### config.mk
export PLATFORM = sky130hd
export DESIGN_NAME = serdes_top
export DESIGN_NICKNAME = d
export VERILOG_FILES = /design/src/verilog/serdes_pkg.sv /design/src/verilog/serdes_serializer_control.sv /design/src/verilog/serdes_serializer.sv /design/src/verilog/serdes_deserializer.sv /design/src/verilog/serdes_top.sv
export SDC_FILE = /design/constraint.sdc
export NUM_CORES = 1
export LEC_CHECK = 0
export BUFFER_PORTS_ARGS = -buffer_cell sky130_fd_sc_hd__buf_2
export CAP_MARGIN = 20
export CORE_AREA = 5 5 224 226
export DETAILED_ROUTE_END_ITERATION = 6
export DIE_AREA = 0 0 229 231
export HOLD_SLACK_MARGIN = 0.08
export PLACE_DENSITY = 0.65
export SYNTH_ARGS = -nofsm -noshare
export SYNTH_HDL_FRONTEND = slang
export SYNTH_SLANG_ARGS = --single-unit
### constraint.sdc
create_clock -name clk -period 3.3 [get_ports clk]
set_input_delay 0.165 -clock clk [delete_from_list [all_inputs] [get_ports clk]]
set_output_delay 0.165 -clock clk [all_outputs]
set_load 0.005 [all_outputs]
### src/verilog/serdes_pkg.sv
package serdes_pkg;

  // ==============================
  // sizing
  // ==============================

  // bits in one sample word.
  localparam int sample_w = 32;

  // samples carried by one frame.
  localparam int n_samples = 8;

  // sample index width, log2 of n_samples.
  localparam int sel_w = 3;

  // counter width that can hold n_samples itself.
  localparam int cnt_w = 4;

  // ==============================
  // state encodings
  // ==============================

  // serializer controller.
  localparam logic ser_idle = 1'b0;
  localparam logic ser_send = 1'b1;

  // deserializer.
  localparam logic des_collect = 1'b0;
  localparam logic des_full    = 1'b1;

  // ==============================
  // types
  // ==============================

  typedef logic [sample_w-1:0] sample_t;

  // index 0 goes out on the lane first.
  typedef struct packed {
    sample_t [n_samples-1:0] samples;
  } frame_t;

endpackage

### src/verilog/serdes_serializer_control.sv
`timescale 1ns/1ps

module serdes_serializer_control (
  input  logic                         clk,
  input  logic                         reset,

  input  logic                         recv_val,
  output logic                         recv_rdy,

  output logic                         send_val,
  input  logic                         send_rdy,

  output logic                         reg_en,
  output logic [serdes_pkg::sel_w-1:0] mux_sel
);

  logic                       state;
  logic                       state_next;
  // one bit wider than mux_sel so it can reach n_samples.
  logic [serdes_pkg::sel_w:0] beat_cnt;
  logic [serdes_pkg::sel_w:0] beat_cnt_next;

  assign mux_sel = beat_cnt[serdes_pkg::sel_w-1:0];

  // ==============================
  // outputs and next state
  // ==============================

  always_comb begin
    reg_en        = 1'b0;
    recv_rdy      = 1'b0;
    send_val      = 1'b0;
    state_next    = state;
    beat_cnt_next = beat_cnt;
    case (state)
      serdes_pkg::ser_idle: begin
        reg_en   = 1'b1;
        recv_rdy = 1'b1;
        if (recv_val) begin
          state_next = serdes_pkg::ser_send;
        end
      end
      serdes_pkg::ser_send: begin
        send_val = 1'b1;
        if (send_rdy) begin
          beat_cnt_next = beat_cnt + 1'b1;
          // last beat accepted, back to idle with index 0.
          if (beat_cnt_next == (serdes_pkg::sel_w + 1)'(serdes_pkg::n_samples)) begin
            beat_cnt_next = '0;
            state_next    = serdes_pkg::ser_idle;
          end
        end
      end
      default: begin
        state_next    = serdes_pkg::ser_idle;
        beat_cnt_next = '0;
      end
    endcase
  end

  // ==============================
  // state registers
  // ==============================

  always_ff @(posedge clk) begin
    if (reset) begin
      state    <= serdes_pkg::ser_idle;
      beat_cnt <= '0;
    end else begin
      state    <= state_next;
      beat_cnt <= beat_cnt_next;
    end
  end

endmodule

### src/verilog/serdes_serializer.sv
`timescale 1ns/1ps

module serdes_serializer (
  input  logic                clk,
  input  logic                reset,

  // frame input channel.
  input  serdes_pkg::frame_t  recv_msg,
  input  logic                recv_val,
  output logic                recv_rdy,

  // serial output channel.
  output serdes_pkg::sample_t send_msg,
  output logic                send_val,
  input  logic                send_rdy
);

  logic                         reg_en;
  logic [serdes_pkg::sel_w-1:0] mux_sel;
  serdes_pkg::frame_t           frame_q;

  // ==============================
  // frame capture
  // ==============================

  // loads every idle cycle, so the transfer edge captures the offered frame.
  always_ff @(posedge clk) begin
    if (reset) begin
      frame_q <= '0;
    end else if (reg_en) begin
      frame_q <= recv_msg;
    end
  end

  // ==============================
  // sample select
  // ==============================

  // one sample per beat, index from the controller.
  always_comb begin
    send_msg = frame_q.samples[mux_sel];
  end

  // ==============================
  // controller
  // ==============================

  serdes_serializer_control ctrl (
    .clk      (clk),
    .reset    (reset),
    .recv_val (recv_val),
    .recv_rdy (recv_rdy),
    .send_val (send_val),
    .send_rdy (send_rdy),
    .reg_en   (reg_en),
    .mux_sel  (mux_sel)
  );

endmodule

### src/verilog/serdes_deserializer.sv
`timescale 1ns/1ps

module serdes_deserializer (
  input  logic                clk,
  input  logic                reset,

  // serial input channel.
  input  serdes_pkg::sample_t recv_msg,
  input  logic                recv_val,
  output logic                recv_rdy,

  // frame output channel.
  output serdes_pkg::frame_t  send_msg,
  output logic                send_val,
  input  logic                send_rdy
);

  logic                         state;
  logic [serdes_pkg::cnt_w-1:0] count;
  serdes_pkg::frame_t           frame_q;
  logic                         recv_fire;
  logic                         send_fire;
  logic                         last_beat;

  // ==============================
  // handshake
  // ==============================

  assign recv_rdy  = (state == serdes_pkg::des_collect);
  assign send_val  = (state == serdes_pkg::des_full);
  assign recv_fire = recv_val && recv_rdy;
  assign send_fire = send_val && send_rdy;

  // slot n_samples-1 is the final word of a frame.
  assign last_beat = (count == serdes_pkg::cnt_w'(serdes_pkg::n_samples - 1));

  // ==============================
  // control
  // ==============================

  always_ff @(posedge clk) begin
    if (reset) begin
      state <= serdes_pkg::des_collect;
      count <= '0;
    end else begin
      case (state)
        serdes_pkg::des_collect: begin
          if (recv_fire) begin
            count <= count + 1'b1;
            if (last_beat) begin
              state <= serdes_pkg::des_full;
            end
          end
        end
        serdes_pkg::des_full: begin
          // frame taken, start over at slot 0.
          if (send_fire) begin
            count <= '0;
            state <= serdes_pkg::des_collect;
          end
        end
        default: begin
          state <= serdes_pkg::des_collect;
          count <= '0;
        end
      endcase
    end
  end

  // ==============================
  // frame assembly
  // ==============================

  // words land in arrival order, the frame holds while full.
  always_ff @(posedge clk) begin
    if (recv_fire) begin
      frame_q.samples[count[serdes_pkg::sel_w-1:0]] <= recv_msg;
    end
  end

  assign send_msg = frame_q;

endmodule

### src/verilog/serdes_top.sv
`timescale 1ns/1ps

module serdes_top (
  input  logic                clk,
  input  logic                reset,

  // transmit frame input.
  input  serdes_pkg::frame_t  tx_frame_msg,
  input  logic                tx_frame_val,
  output logic                tx_frame_rdy,

  // transmit serial lane.
  output serdes_pkg::sample_t tx_msg,
  output logic                tx_val,
  input  logic                tx_rdy,

  // receive serial lane.
  input  serdes_pkg::sample_t rx_msg,
  input  logic                rx_val,
  output logic                rx_rdy,

  // receive frame output.
  output serdes_pkg::frame_t  rx_frame_msg,
  output logic                rx_frame_val,
  input  logic                rx_frame_rdy
);

  // ==============================
  // transmit half
  // ==============================

  serdes_serializer tx (
    .clk      (clk),
    .reset    (reset),
    .recv_msg (tx_frame_msg),
    .recv_val (tx_frame_val),
    .recv_rdy (tx_frame_rdy),
    .send_msg (tx_msg),
    .send_val (tx_val),
    .send_rdy (tx_rdy)
  );

  // ==============================
  // receive half
  // ==============================

  // lanes stay separate so the serial path can go through a channel or a loopback.
  serdes_deserializer rx (
    .clk      (clk),
    .reset    (reset),
    .recv_msg (rx_msg),
    .recv_val (rx_val),
    .recv_rdy (rx_rdy),
    .send_msg (rx_frame_msg),
    .send_val (rx_frame_val),
    .send_rdy (rx_frame_rdy)
  );

endmodule

==> impl_results.md, run 1 <==
* Postcts setup bufs at 0
* Pin count of the biggest net entering global routing at 105
* Wirelength per Cell at 20.6 um
* Tot GR Track Use at 21.0%
* Register area share after synthesis at 67.6%
* H-tree depth at 2
* Post-Synth Adder-Cell Area at 0.130%
* Initial Util at 40.0%
* Crit path buffers/inverters at 2
* Yosys warning total at 0
* Post-synth EDFFs at 256
* Worst hold path depth at 2
* Outcome: completed
* Worst Hold Launch: reset
* Reg2Reg Setup Slack at 1290 ps
* I/O Pins at 586
* RePlAce Congestion at 0.835
* Final WL at 57900 um
* Fin Clk Skew at 17.9 ps
* Worst Path Required at 3130 ps
* DRT iter0 DRCs at 675
* Top Metal Used: met4
* Peak supply drop at 0.000408 V
* Slew HR at 47.5%
* Share of flip-flops with an asynchronous set or reset at 0%
* Tcrit/Tclk final at 81.5%
* Final Setup Violations at 0
* Final ANT Viol Nets at 0
* Setup TNS at 0 ps
* Synth area leaders: edfxtp_1 (40%), dfxtp_1 (28%), mux2i_1 (13%)
* Post-synth top cells: nor2_1 (267), dfxtp_1 (266), mux2i_1 (258), edfxtp_1 (256), mux4_2 (46)
* Hold Crit Endpoint: tx.frame_q[21]
* Max Fanout on Critical Path at 43
* Yosys reg bits at 522
* Synth Area in Compound Gates at 0.403%
* Max Cap Viol at 0
* Met1 Wirelength at 22300 um
* Reg2reg path depth at 4
* Share of cells above drive strength 1 at 35.8%
* Fill count at 3761
* Final HPWL DP at 39000 um
* DP Cell Count at 2413
* Avg Inst Size Synth at 15.2 um2
* Final Hold Vio Count at 0
* FP Rows at around 80
* Top-area cell type share of the netlist area at about 40%
* Total number of vias at 13800
* DIE HEIGHT at about 230 um
* Latest clock arrival within the worst-skew pair at ~600 ps
* CP cell instances: buf_12, mux4_1, mux2_4, buf_2
* FF-to-FF End: rx.send_msg[79]
* Reg-to-Reg Start: rx.send_val
* Synthesized cell area at a little under 20000 um2
* Reg clk slew, reported paths at 60 ps
* CTS Sinks at 522
* Final Non-Filler Cells at ~2800
* Nets@finish at 2435
* CTS tree: done
* Place WS at ~1200 ps
* Residual DRC count at 0
* Buffers on Ports at 585
* Slew @ Worst Pin at a little under 800 ps
* WHS at 110 ps
* Xor and xnor area share after synthesis at 0.0910%
* Area leader, netlist: edfxtp_1
* LEAKAGE at 11.5 nW
* Clock root cell: clkbuf_16
* Antenna violations before repair at 10
* Die area at between 50000 and 60000 um2
* Core footprint at 48100 um2
* Metal2 WL at around 30000 um
* Setup CP Type: reg -> out
* FMAX at 372 MHz
* Post-synthesis mux area share at about a quarter
* Cell family with most CP delay: multiplexers
* CP max stage cell: mux4_1
* Setup ws final at 609 ps
* Routed vias/inst at 4.91
* Count of pins over their slew limit at 0
* Post-Synth Simple-Gate Area at 5.88%
* CP Depth at 4
* Crit path time final at 2690 ps
* Vias in the first global route at 14600
* Crit start category: flip-flop
* Area Overhead vs Synth at 42.9%
* Max stage delay on crit path at 610 ps
* Cell variety after synth at 36
* Routed wl met3 at 4140 um
* Data arrival, critical path at 2530 ps
* Setup crit end kind: output pin
* Pwr dens at 525 nW/um2
* Type of the tightest min-delay check: in -> reg
* Clock buffer depth at 3
* Post-Syn Instances at 1264
* Gr ovfl total at 0
* Num CTS Buffers at 53
* Unrepaired setup endpoints after global routing: no
* Global-route wire length before repair at 87100 um
* Ys flop type: dfxtp_1
* Most common cell in the synthesized netlist: nor2_1
* Largest family of logic cells by synthesized area: multiplexers
* Post-Syn Nets at 1560
* Initial DRT Pass Iterations at 5
* Horiz. Die Dim at 229 um
## power by group
part           total [mW]  leakage [nW]  switching (mW)  internal, mW
sequential           7.24          4.53           0.165          7.08
combinational        1.38          6.08           0.603         0.782
clock                5.82         0.839            2.46          3.36
total                14.4          11.5            3.23          11.2
## flip-flops by register name (all words and copies together) (netlist names)
signal and cells:
rx.count 4, tx.ctrl.beat_cnt 4, rx.send_msg 256, tx.frame_q 256
rx.send_val 1, tx.ctrl.state 1
## stage by stage
stage                     instance area (um2)  power [mW]  utilization, %
after floorplan                         19300        7.96               -
after global routing                    27500        15.0            57.2
final                                   27500        14.4            57.2
after global placement                  22900        8.43            47.5
after CTS                               27500        14.6            57.1
after detailed placement                22900        8.46            47.5
## cell type report
cell class              count  area (um2)  share of cell area, %
diodes                      8        20.0                 0.0727
clock buffers              78        1560                   5.67
clock inverters            20         150                  0.545
inverters                   2        7.51                 0.0273
multi-input cells         661        5870                   21.3
flip-flops and latches    522       13000                   47.3
well taps                 622         778                   2.83
repair buffers            899        6110                   22.2
## layer usage
| layer | up-vias | GRT usage, % |
|---|---|---|
| li1 | 6379 | - |
| met1 | 6714 | 24.7 |
| met3 | 108 | 5.55 |
| met5 | - | 0 |
| met4 | 0 | 6.69 |
| met2 | 594 | 37.8 |
## what timing repair did
| action | in CTS | in global routing |
|---|---|---|
| resized for setup | 0 | 0 |
| hold buffers | 293 | 0 |
| hold endpoints to repair | 522 | 0 |
## how the worst max path moves through the flow
stage | endpoint | start
after global routing | tx_msg[13] | tx.ctrl.beat_cnt[1]
after CTS | tx_msg[20] | tx.ctrl.beat_cnt[1]
after floorplan | rx.send_msg[100] | rx.send_val
after global placement | tx_msg[13] | tx.ctrl.beat_cnt[1]
after detailed placement | tx_msg[13] | tx.ctrl.beat_cnt[1]
final | tx_msg[20] | tx.ctrl.beat_cnt[1]
## cell usage in the layout (no fill, tap or decap), drive strengths merged, types with 2 or more instances in the layout
cell type | Yosys | layout
clkbuf | 37 | 78
mux2i | 258 | 258
mux4 | 64 | 64
nand3 | 3 | 3
edfxtp | 256 | 256
inv | 2 | 5
a311oi | 2 | 2
diode | 0 | 8
ha | 2 | 2
nand2 | 8 | 8
nand3b | 2 | 2
nor2 | 267 | 267
dfxtp | 266 | 266
mux2 | 32 | 32
clkinv | 0 | 12
buf | 42 | 606
dlygate4sd3 | 0 | 293
clkinvlp | 0 | 4
nor3 | 2 | 2
nand2b | 4 | 4
a21oi | 6 | 6
## kinds of logic (layout without fill, tap and decap cells)
group	after synthesis	after routing
AO/OA/AOI/OAI	12	12
XOR/XNOR	2	2
adder cells (fa/ha/maj)	2	2
buffers and inverters	81	999
flip-flops	522	522
multiplexers	354	354
other	0	8
AND/OR/NAND/NOR	291	291
No activity file was read; power rests on OpenSTA's default activity.
==> run 2: changes to the inputs <==
--- a/config.mk
+++ b/config.mk
@@ -7,11 +7,11 @@
 export LEC_CHECK = 0
 export BUFFER_PORTS_ARGS = -buffer_cell sky130_fd_sc_hd__buf_2
 export CAP_MARGIN = 20
-export CORE_AREA = 5 5 224 226
+export CORE_AREA = 5 5 225 227
 export DETAILED_ROUTE_END_ITERATION = 6
-export DIE_AREA = 0 0 229 231
+export DIE_AREA = 0 0 230 232
 export HOLD_SLACK_MARGIN = 0.08
-export PLACE_DENSITY = 0.65
+export PLACE_DENSITY = 0.62
 export SYNTH_ARGS = -nofsm -noshare
 export SYNTH_HDL_FRONTEND = slang
 export SYNTH_SLANG_ARGS = --single-unit
==> constraint.sdc (replaced) <==
create_clock -name clk -period 2.6 [get_ports clk]
set_input_delay 0.13 -clock clk [delete_from_list [all_inputs] [get_ports clk]]
set_output_delay 0.13 -clock clk [all_outputs]
set_load 0.005 [all_outputs]
==> impl_results.md, run 2 (same netlist as run 1, synthesis figures left out) <==
* Outcome: completed
* Pin count of the biggest net entering global routing at 105
* Final Hold Vio Count at 0
* CTS Sinks at ~520
* Crit path time final at roughly 2400 ps
* Initial Util at ~40%
* Tot GR Track Use at 21.3%
* Final ANT Viol Nets at 0
* Horiz. Die Dim at around 230 um
* Setup TNS at 0 ps
* Pwr dens at ~670 nW/um2
* RePlAce Congestion at 0.844
* H-tree depth at 2
* Nets@finish at 2472
* Peak supply drop at 0.000694 V
* Reg-to-Reg Start: tx.ctrl.state
* Final HPWL DP at 39800 um
* Vias in the first global route at 14700
* Num CTS Buffers at 54
* Unrepaired setup endpoints after global routing: no
* Max Cap Viol at 0
* Global-route wire length before repair at 88500 um
* Worst Hold Launch: tx_frame_msg[182]
* FF-to-FF End: tx.frame_q[195]
* Wirelength per Cell at 20.7 um
* DIE HEIGHT at 232 um
* Setup crit end kind: output pin
* DRT iter0 DRCs at 748
* Fin Clk Skew at approximately 22 ps
* Area Overhead vs Synth at 45.7%
* Die area at 53400 um2
* Max Fanout on Critical Path at 22
* Data arrival, critical path at 2280 ps
* FP Rows at 81
* Final Setup Violations at 0
* Clock root cell: clkbuf_16
* Core footprint at 48400 um2
* Worst Path Required at 2470 ps
* Setup CP Type: reg -> out
* Reg2reg path depth at 4
* Hold Crit Endpoint: tx.frame_q[182]
* Finished Core Util at 57.9%
* CTS tree: done
* Tcrit/Tclk final at around 93%
* Latest clock arrival within the worst-skew pair at around 600 ps
* LEAKAGE at 11.7 nW
* I/O Pins at between 500 and 600
* Share of cells above drive strength 1 at 35.7%
* Slew HR at 63.9%
* Worst hold path depth at 4
* FMAX at 415 MHz
* Routed vias/inst at about 4.9
* Most common library cell in the layout ignoring fill and taps: buf_2
* Final WL at 59100 um
* Count of pins over their slew limit at 0
* Clock buffer depth at 3
* Most frequent cells in the layout: buf_2 (584), dlygate4sd3_1 (319), dfxtp_1 (262)
* Residual DRC count at 0
* Reg2Reg Setup Slack at roughly 450 ps
* Buffers on Ports at 585
* Antenna violations before repair at 12
* Reg clk slew, reported paths at 60 ps
* Total number of vias at 14000
* Gr ovfl total at 0
* Crit start category: flip-flop
* Initial DRT Pass Iterations at 5
* Type of the tightest min-delay check: in -> reg
* Slew @ Worst Pin at around 540 ps
[run 2: changes by cell type in the layout (fill, tap and decap cells not counted), moves of 3 or more]
cell / previous run / this run
dlygate4sd3_1: 293 / 319
bufinv_16: 1 / 4
buf_12: 7 / 15
clkinv_2: 9 / 5
diode_2: 8 / 12
clkinvlp_4: 4 / 7
clkbuf_8: 14 / 11
[run 2: stage by stage]
stage          setup slack, ps  std cells  total power, mW  instance area [um2]  hold WS (ps)
6_report                   190       2852             18.7                28100           303
5_1_grt                   75.7       2851             19.5                28100           304
4_1_cts                    138       2840             18.9                28000           257
3_5_place_dp               466       2417             10.8                23000           367
3_3_place_gp               508       2417             10.7                23000           358
2_1_floorplan              120       1264             10.1                19300           229
[run 2: metal layers]
metal / global-route usage [%] / vias up / wire length (um)
li1: - / 6440 / -
met1: 25.5 / 6896 / 23000
met2: 37.8 / 573 / 30100
met3: 5.67 / 102 / 4280
met4: 6.52 / 0 / 1700
met5: 0 / - / 0
[run 2: worst max-delay path: stages (launching register included)]
cell and delay (ps):
dfxtp_4 580, buf_4 330, mux4_2 340, mux2_2 290
buf_2 130
[run 2: layout make-up]
cell class	instances	area [um2]
diodes	12	30.0
clock buffers	75	1530
clock inverters	23	264
fillers	3789	20400
inverters	2	7.51
multi-input cells	661	5870
flip-flops and latches	522	13000
well taps	622	778
repair buffers	935	6560
[run 2: timing repair]
action | CTS | global route
buffers inserted | 6 | 0
gates resized for setup | 0 | 0
setup endpoints to repair | 24 | 0
hold buffers | 319 | 0
hold endpoints to repair | 522 | 0
[run 2: how the worst max path moves through the flow]
stage	slack, ps	end	cells past startpoint	start
final	190	tx_msg[3]	4	tx.ctrl.beat_cnt[2]
after global routing	80	tx_msg[3]	4	tx.ctrl.beat_cnt[2]
after CTS	140	tx_msg[1]	4	tx.ctrl.beat_cnt[2]
after detailed placement	470	tx_msg[27]	4	tx.ctrl.beat_cnt[1]
after global placement	510	tx_msg[27]	4	tx.ctrl.beat_cnt[1]
after floorplan	120	rx.send_msg[100]	3	rx.send_val
[run 2: power breakdown]
part	internal, mW	switching (mW)
clock network	4.52	3.19
registers	8.98	0.204
logic	1.04	0.784
total	14.5	4.18
==> run 3: changes to the inputs <==
--- a/config.mk
+++ b/config.mk
@@ -7,11 +7,11 @@
 export LEC_CHECK = 0
 export BUFFER_PORTS_ARGS = -buffer_cell sky130_fd_sc_hd__buf_2
 export CAP_MARGIN = 20
-export CORE_AREA = 5 5 225 227
+export CORE_AREA = 5 5 223 225
 export DETAILED_ROUTE_END_ITERATION = 6
-export DIE_AREA = 0 0 230 232
+export DIE_AREA = 0 0 228 230
 export HOLD_SLACK_MARGIN = 0.08
-export PLACE_DENSITY = 0.62
+export PLACE_DENSITY = 0.67
 export SYNTH_ARGS = -nofsm -noshare
 export SYNTH_HDL_FRONTEND = slang
 export SYNTH_SLANG_ARGS = --single-unit
==> constraint.sdc (replaced) <==
create_clock -name clk -period 3.05 [get_ports clk]
set_input_delay 0.1525 -clock clk [delete_from_list [all_inputs] [get_ports clk]]
set_output_delay 0.1525 -clock clk [all_outputs]
set_load 0.005 [all_outputs]
==> impl_results.md, run 3 (same netlist as run 1, synthesis figures left out) <==
* Setup crit end kind: output pin
* Vias in the first global route at 14900
* LEAKAGE at approximately 12 nW
* Crit start category: flip-flop
* H-tree depth at 2
* WHS at 96.2 ps
* Max Cap Viol at 0
* DIE HEIGHT at 230 um
* Pin count of the biggest net entering global routing at approximately 110
* Tot GR Track Use at 21.9%
* Most common library cell in the layout ignoring fill and taps: buf_2
* Postcts setup bufs at 0
* I/O Pins at 586
* Residual DRC count at 0
* CP Launch Point: tx.ctrl.beat_cnt[1]
* Antenna violations before repair at 12
* CTS tree: done
* Final HPWL DP at ~40000 um
* Final Setup Violations at 0
* Initial Util at 40.7%
* Type of the tightest min-delay check: in -> reg
* Unrepaired setup endpoints after global routing: no
* Reg-to-Reg Start: tx.ctrl.state
* Gr ovfl total at 0
* Routed vias/inst at 4.97
* DP Cell Count at 2413
* CTS Sinks at between 500 and 600
* Final ANT Viol Nets at 0
* Worst Path Required at 2900 ps
* Setup TNS at 0 ps
* Worst hold path depth at 2
* Clock buffer depth at 3
* Tcrit/Tclk final at 87.5%
* Peak supply drop at around 0.00045 V
* Fin Clk Skew at around 7.4 ps
* Initial DRT Pass Iterations at 6
* Slew HR at 34.0%
* Horiz. Die Dim at 228 um
* Worst setup endpoint: tx_msg[20]
* Die area at 52400 um2
* Post-CTS sizing at 0
* Outcome: completed
* Reg clk slew, reported paths at 60 ps
* Setup CP Type: reg -> out
* Pwr dens at roughly 570 nW/um2
* Final Hold Vio Count at 0
* Reg2Reg Setup Slack at 780 ps
* FF-to-FF End: tx.frame_q[216]
* Crit path time final at about 2700 ps
* Wirelength per Cell at between 20 and 25 um
* Most frequent cells in the layout: buf_2 (584), dlygate4sd3_1 (301), dfxtp_1 (262)
* Fill count at around 3600
* Global-route wire length before repair at 90100 um
* Core footprint at 47300 um2
* Num CTS Buffers at 53
* FP Rows at 80
* Final WL at about 59000 um
* Final Non-Filler Cells at 2823
* Clock root cell: clkbuf_16
* Latest clock arrival within the worst-skew pair at 580 ps
* RePlAce Congestion at 0.839
* Reg2reg path depth at 4
* Slew @ Worst Pin at 990 ps
* Data arrival, critical path at 2520 ps
* Total number of vias at 14000
* Count of pins over their slew limit at 0
* Nets@finish at 2450
* DRT iter0 DRCs at 814
* Share of cells above drive strength 1 at a little over a third
* Area Overhead vs Synth at 44.4%
* Buffers on Ports at 585
* Max Fanout on Critical Path at 22
* FMAX at 375 MHz
==> run 3: worst min-delay path by stage <==
| stage | from | slack, ps | end |
|---|---|---|---|
| floorplan | rx_msg[0] | 250 | rx.send_msg[0] |
| global placement | tx_frame_msg[96] | 380 | tx.frame_q[96] |
| detailed placement | tx_frame_msg[38] | 390 | tx.frame_q[38] |
| CTS | reset | 80 | tx.frame_q[29] |
| global route | reset | 130 | tx.frame_q[29] |
| finish | reset | 100 | tx.frame_q[253] |
==> run 3: what timing repair did <==
item,CTS,global route
hold buffers,301,0
hold endpoints to repair,522,0
setup endpoints to repair,0,0
==> run 3: layer usage <==
layer,vias to the layer above,wire [um],share of wire (%),track usage (%)
met5,-,28,0.047,0
met4,6,1460,2.5,6.37
met2,655,30900,52,39.5
li1,6400,-,-,-
met3,102,4610,7.8,5.81
met1,6864,22300,38,25.8
==> run 3: cell type report <==
cell class / count / area (um2) / area share [%]
Antenna cell: 9 / 22.5 / 0.0810
Clock buffer: 71 / 1460 / 5.23
Clock inverter: 29 / 333 / 1.20
Inverter: 2 / 7.51 / 0.0270
Multi-Input combinational cell: 661 / 5870 / 21.1
Sequential cell: 522 / 13000 / 46.8
Tap cell: 615 / 769 / 2.77
Timing Repair Buffer: 914 / 6320 / 22.7
==> run 3: stage by stage <==
| step | cell area, um2 | setup slack, ps | util [%] | total power [mW] |
|---|---|---|---|---|
| after floorplan | 19300 | 570 | - | 8.62 |
| after global placement | 23000 | 968 | 48.5 | 9.15 |
| after detailed placement | 23000 | 943 | 48.5 | 9.19 |
| after CTS | 27800 | 300 | 58.7 | 16.1 |
| after global routing | 27800 | 221 | 58.7 | 16.6 |
| final | 27800 | 382 | 58.7 | 16.0 |
==> run 3: where the power goes <==
| part | internal [mW] | switching [mW] |
|---|---|---|
| Clock | 3.88 | 2.72 |
| Combinational | 0.873 | 0.657 |
| Sequential | 7.66 | 0.196 |
| Total | 12.4 | 3.57 |
==> run 3: worst max-delay path, cell delays in order, from the launching register on <==
cell	delay (ps)
dfxtp_4	640
buf_12	270
mux4_1	590
mux2_4	280
buf_2	130
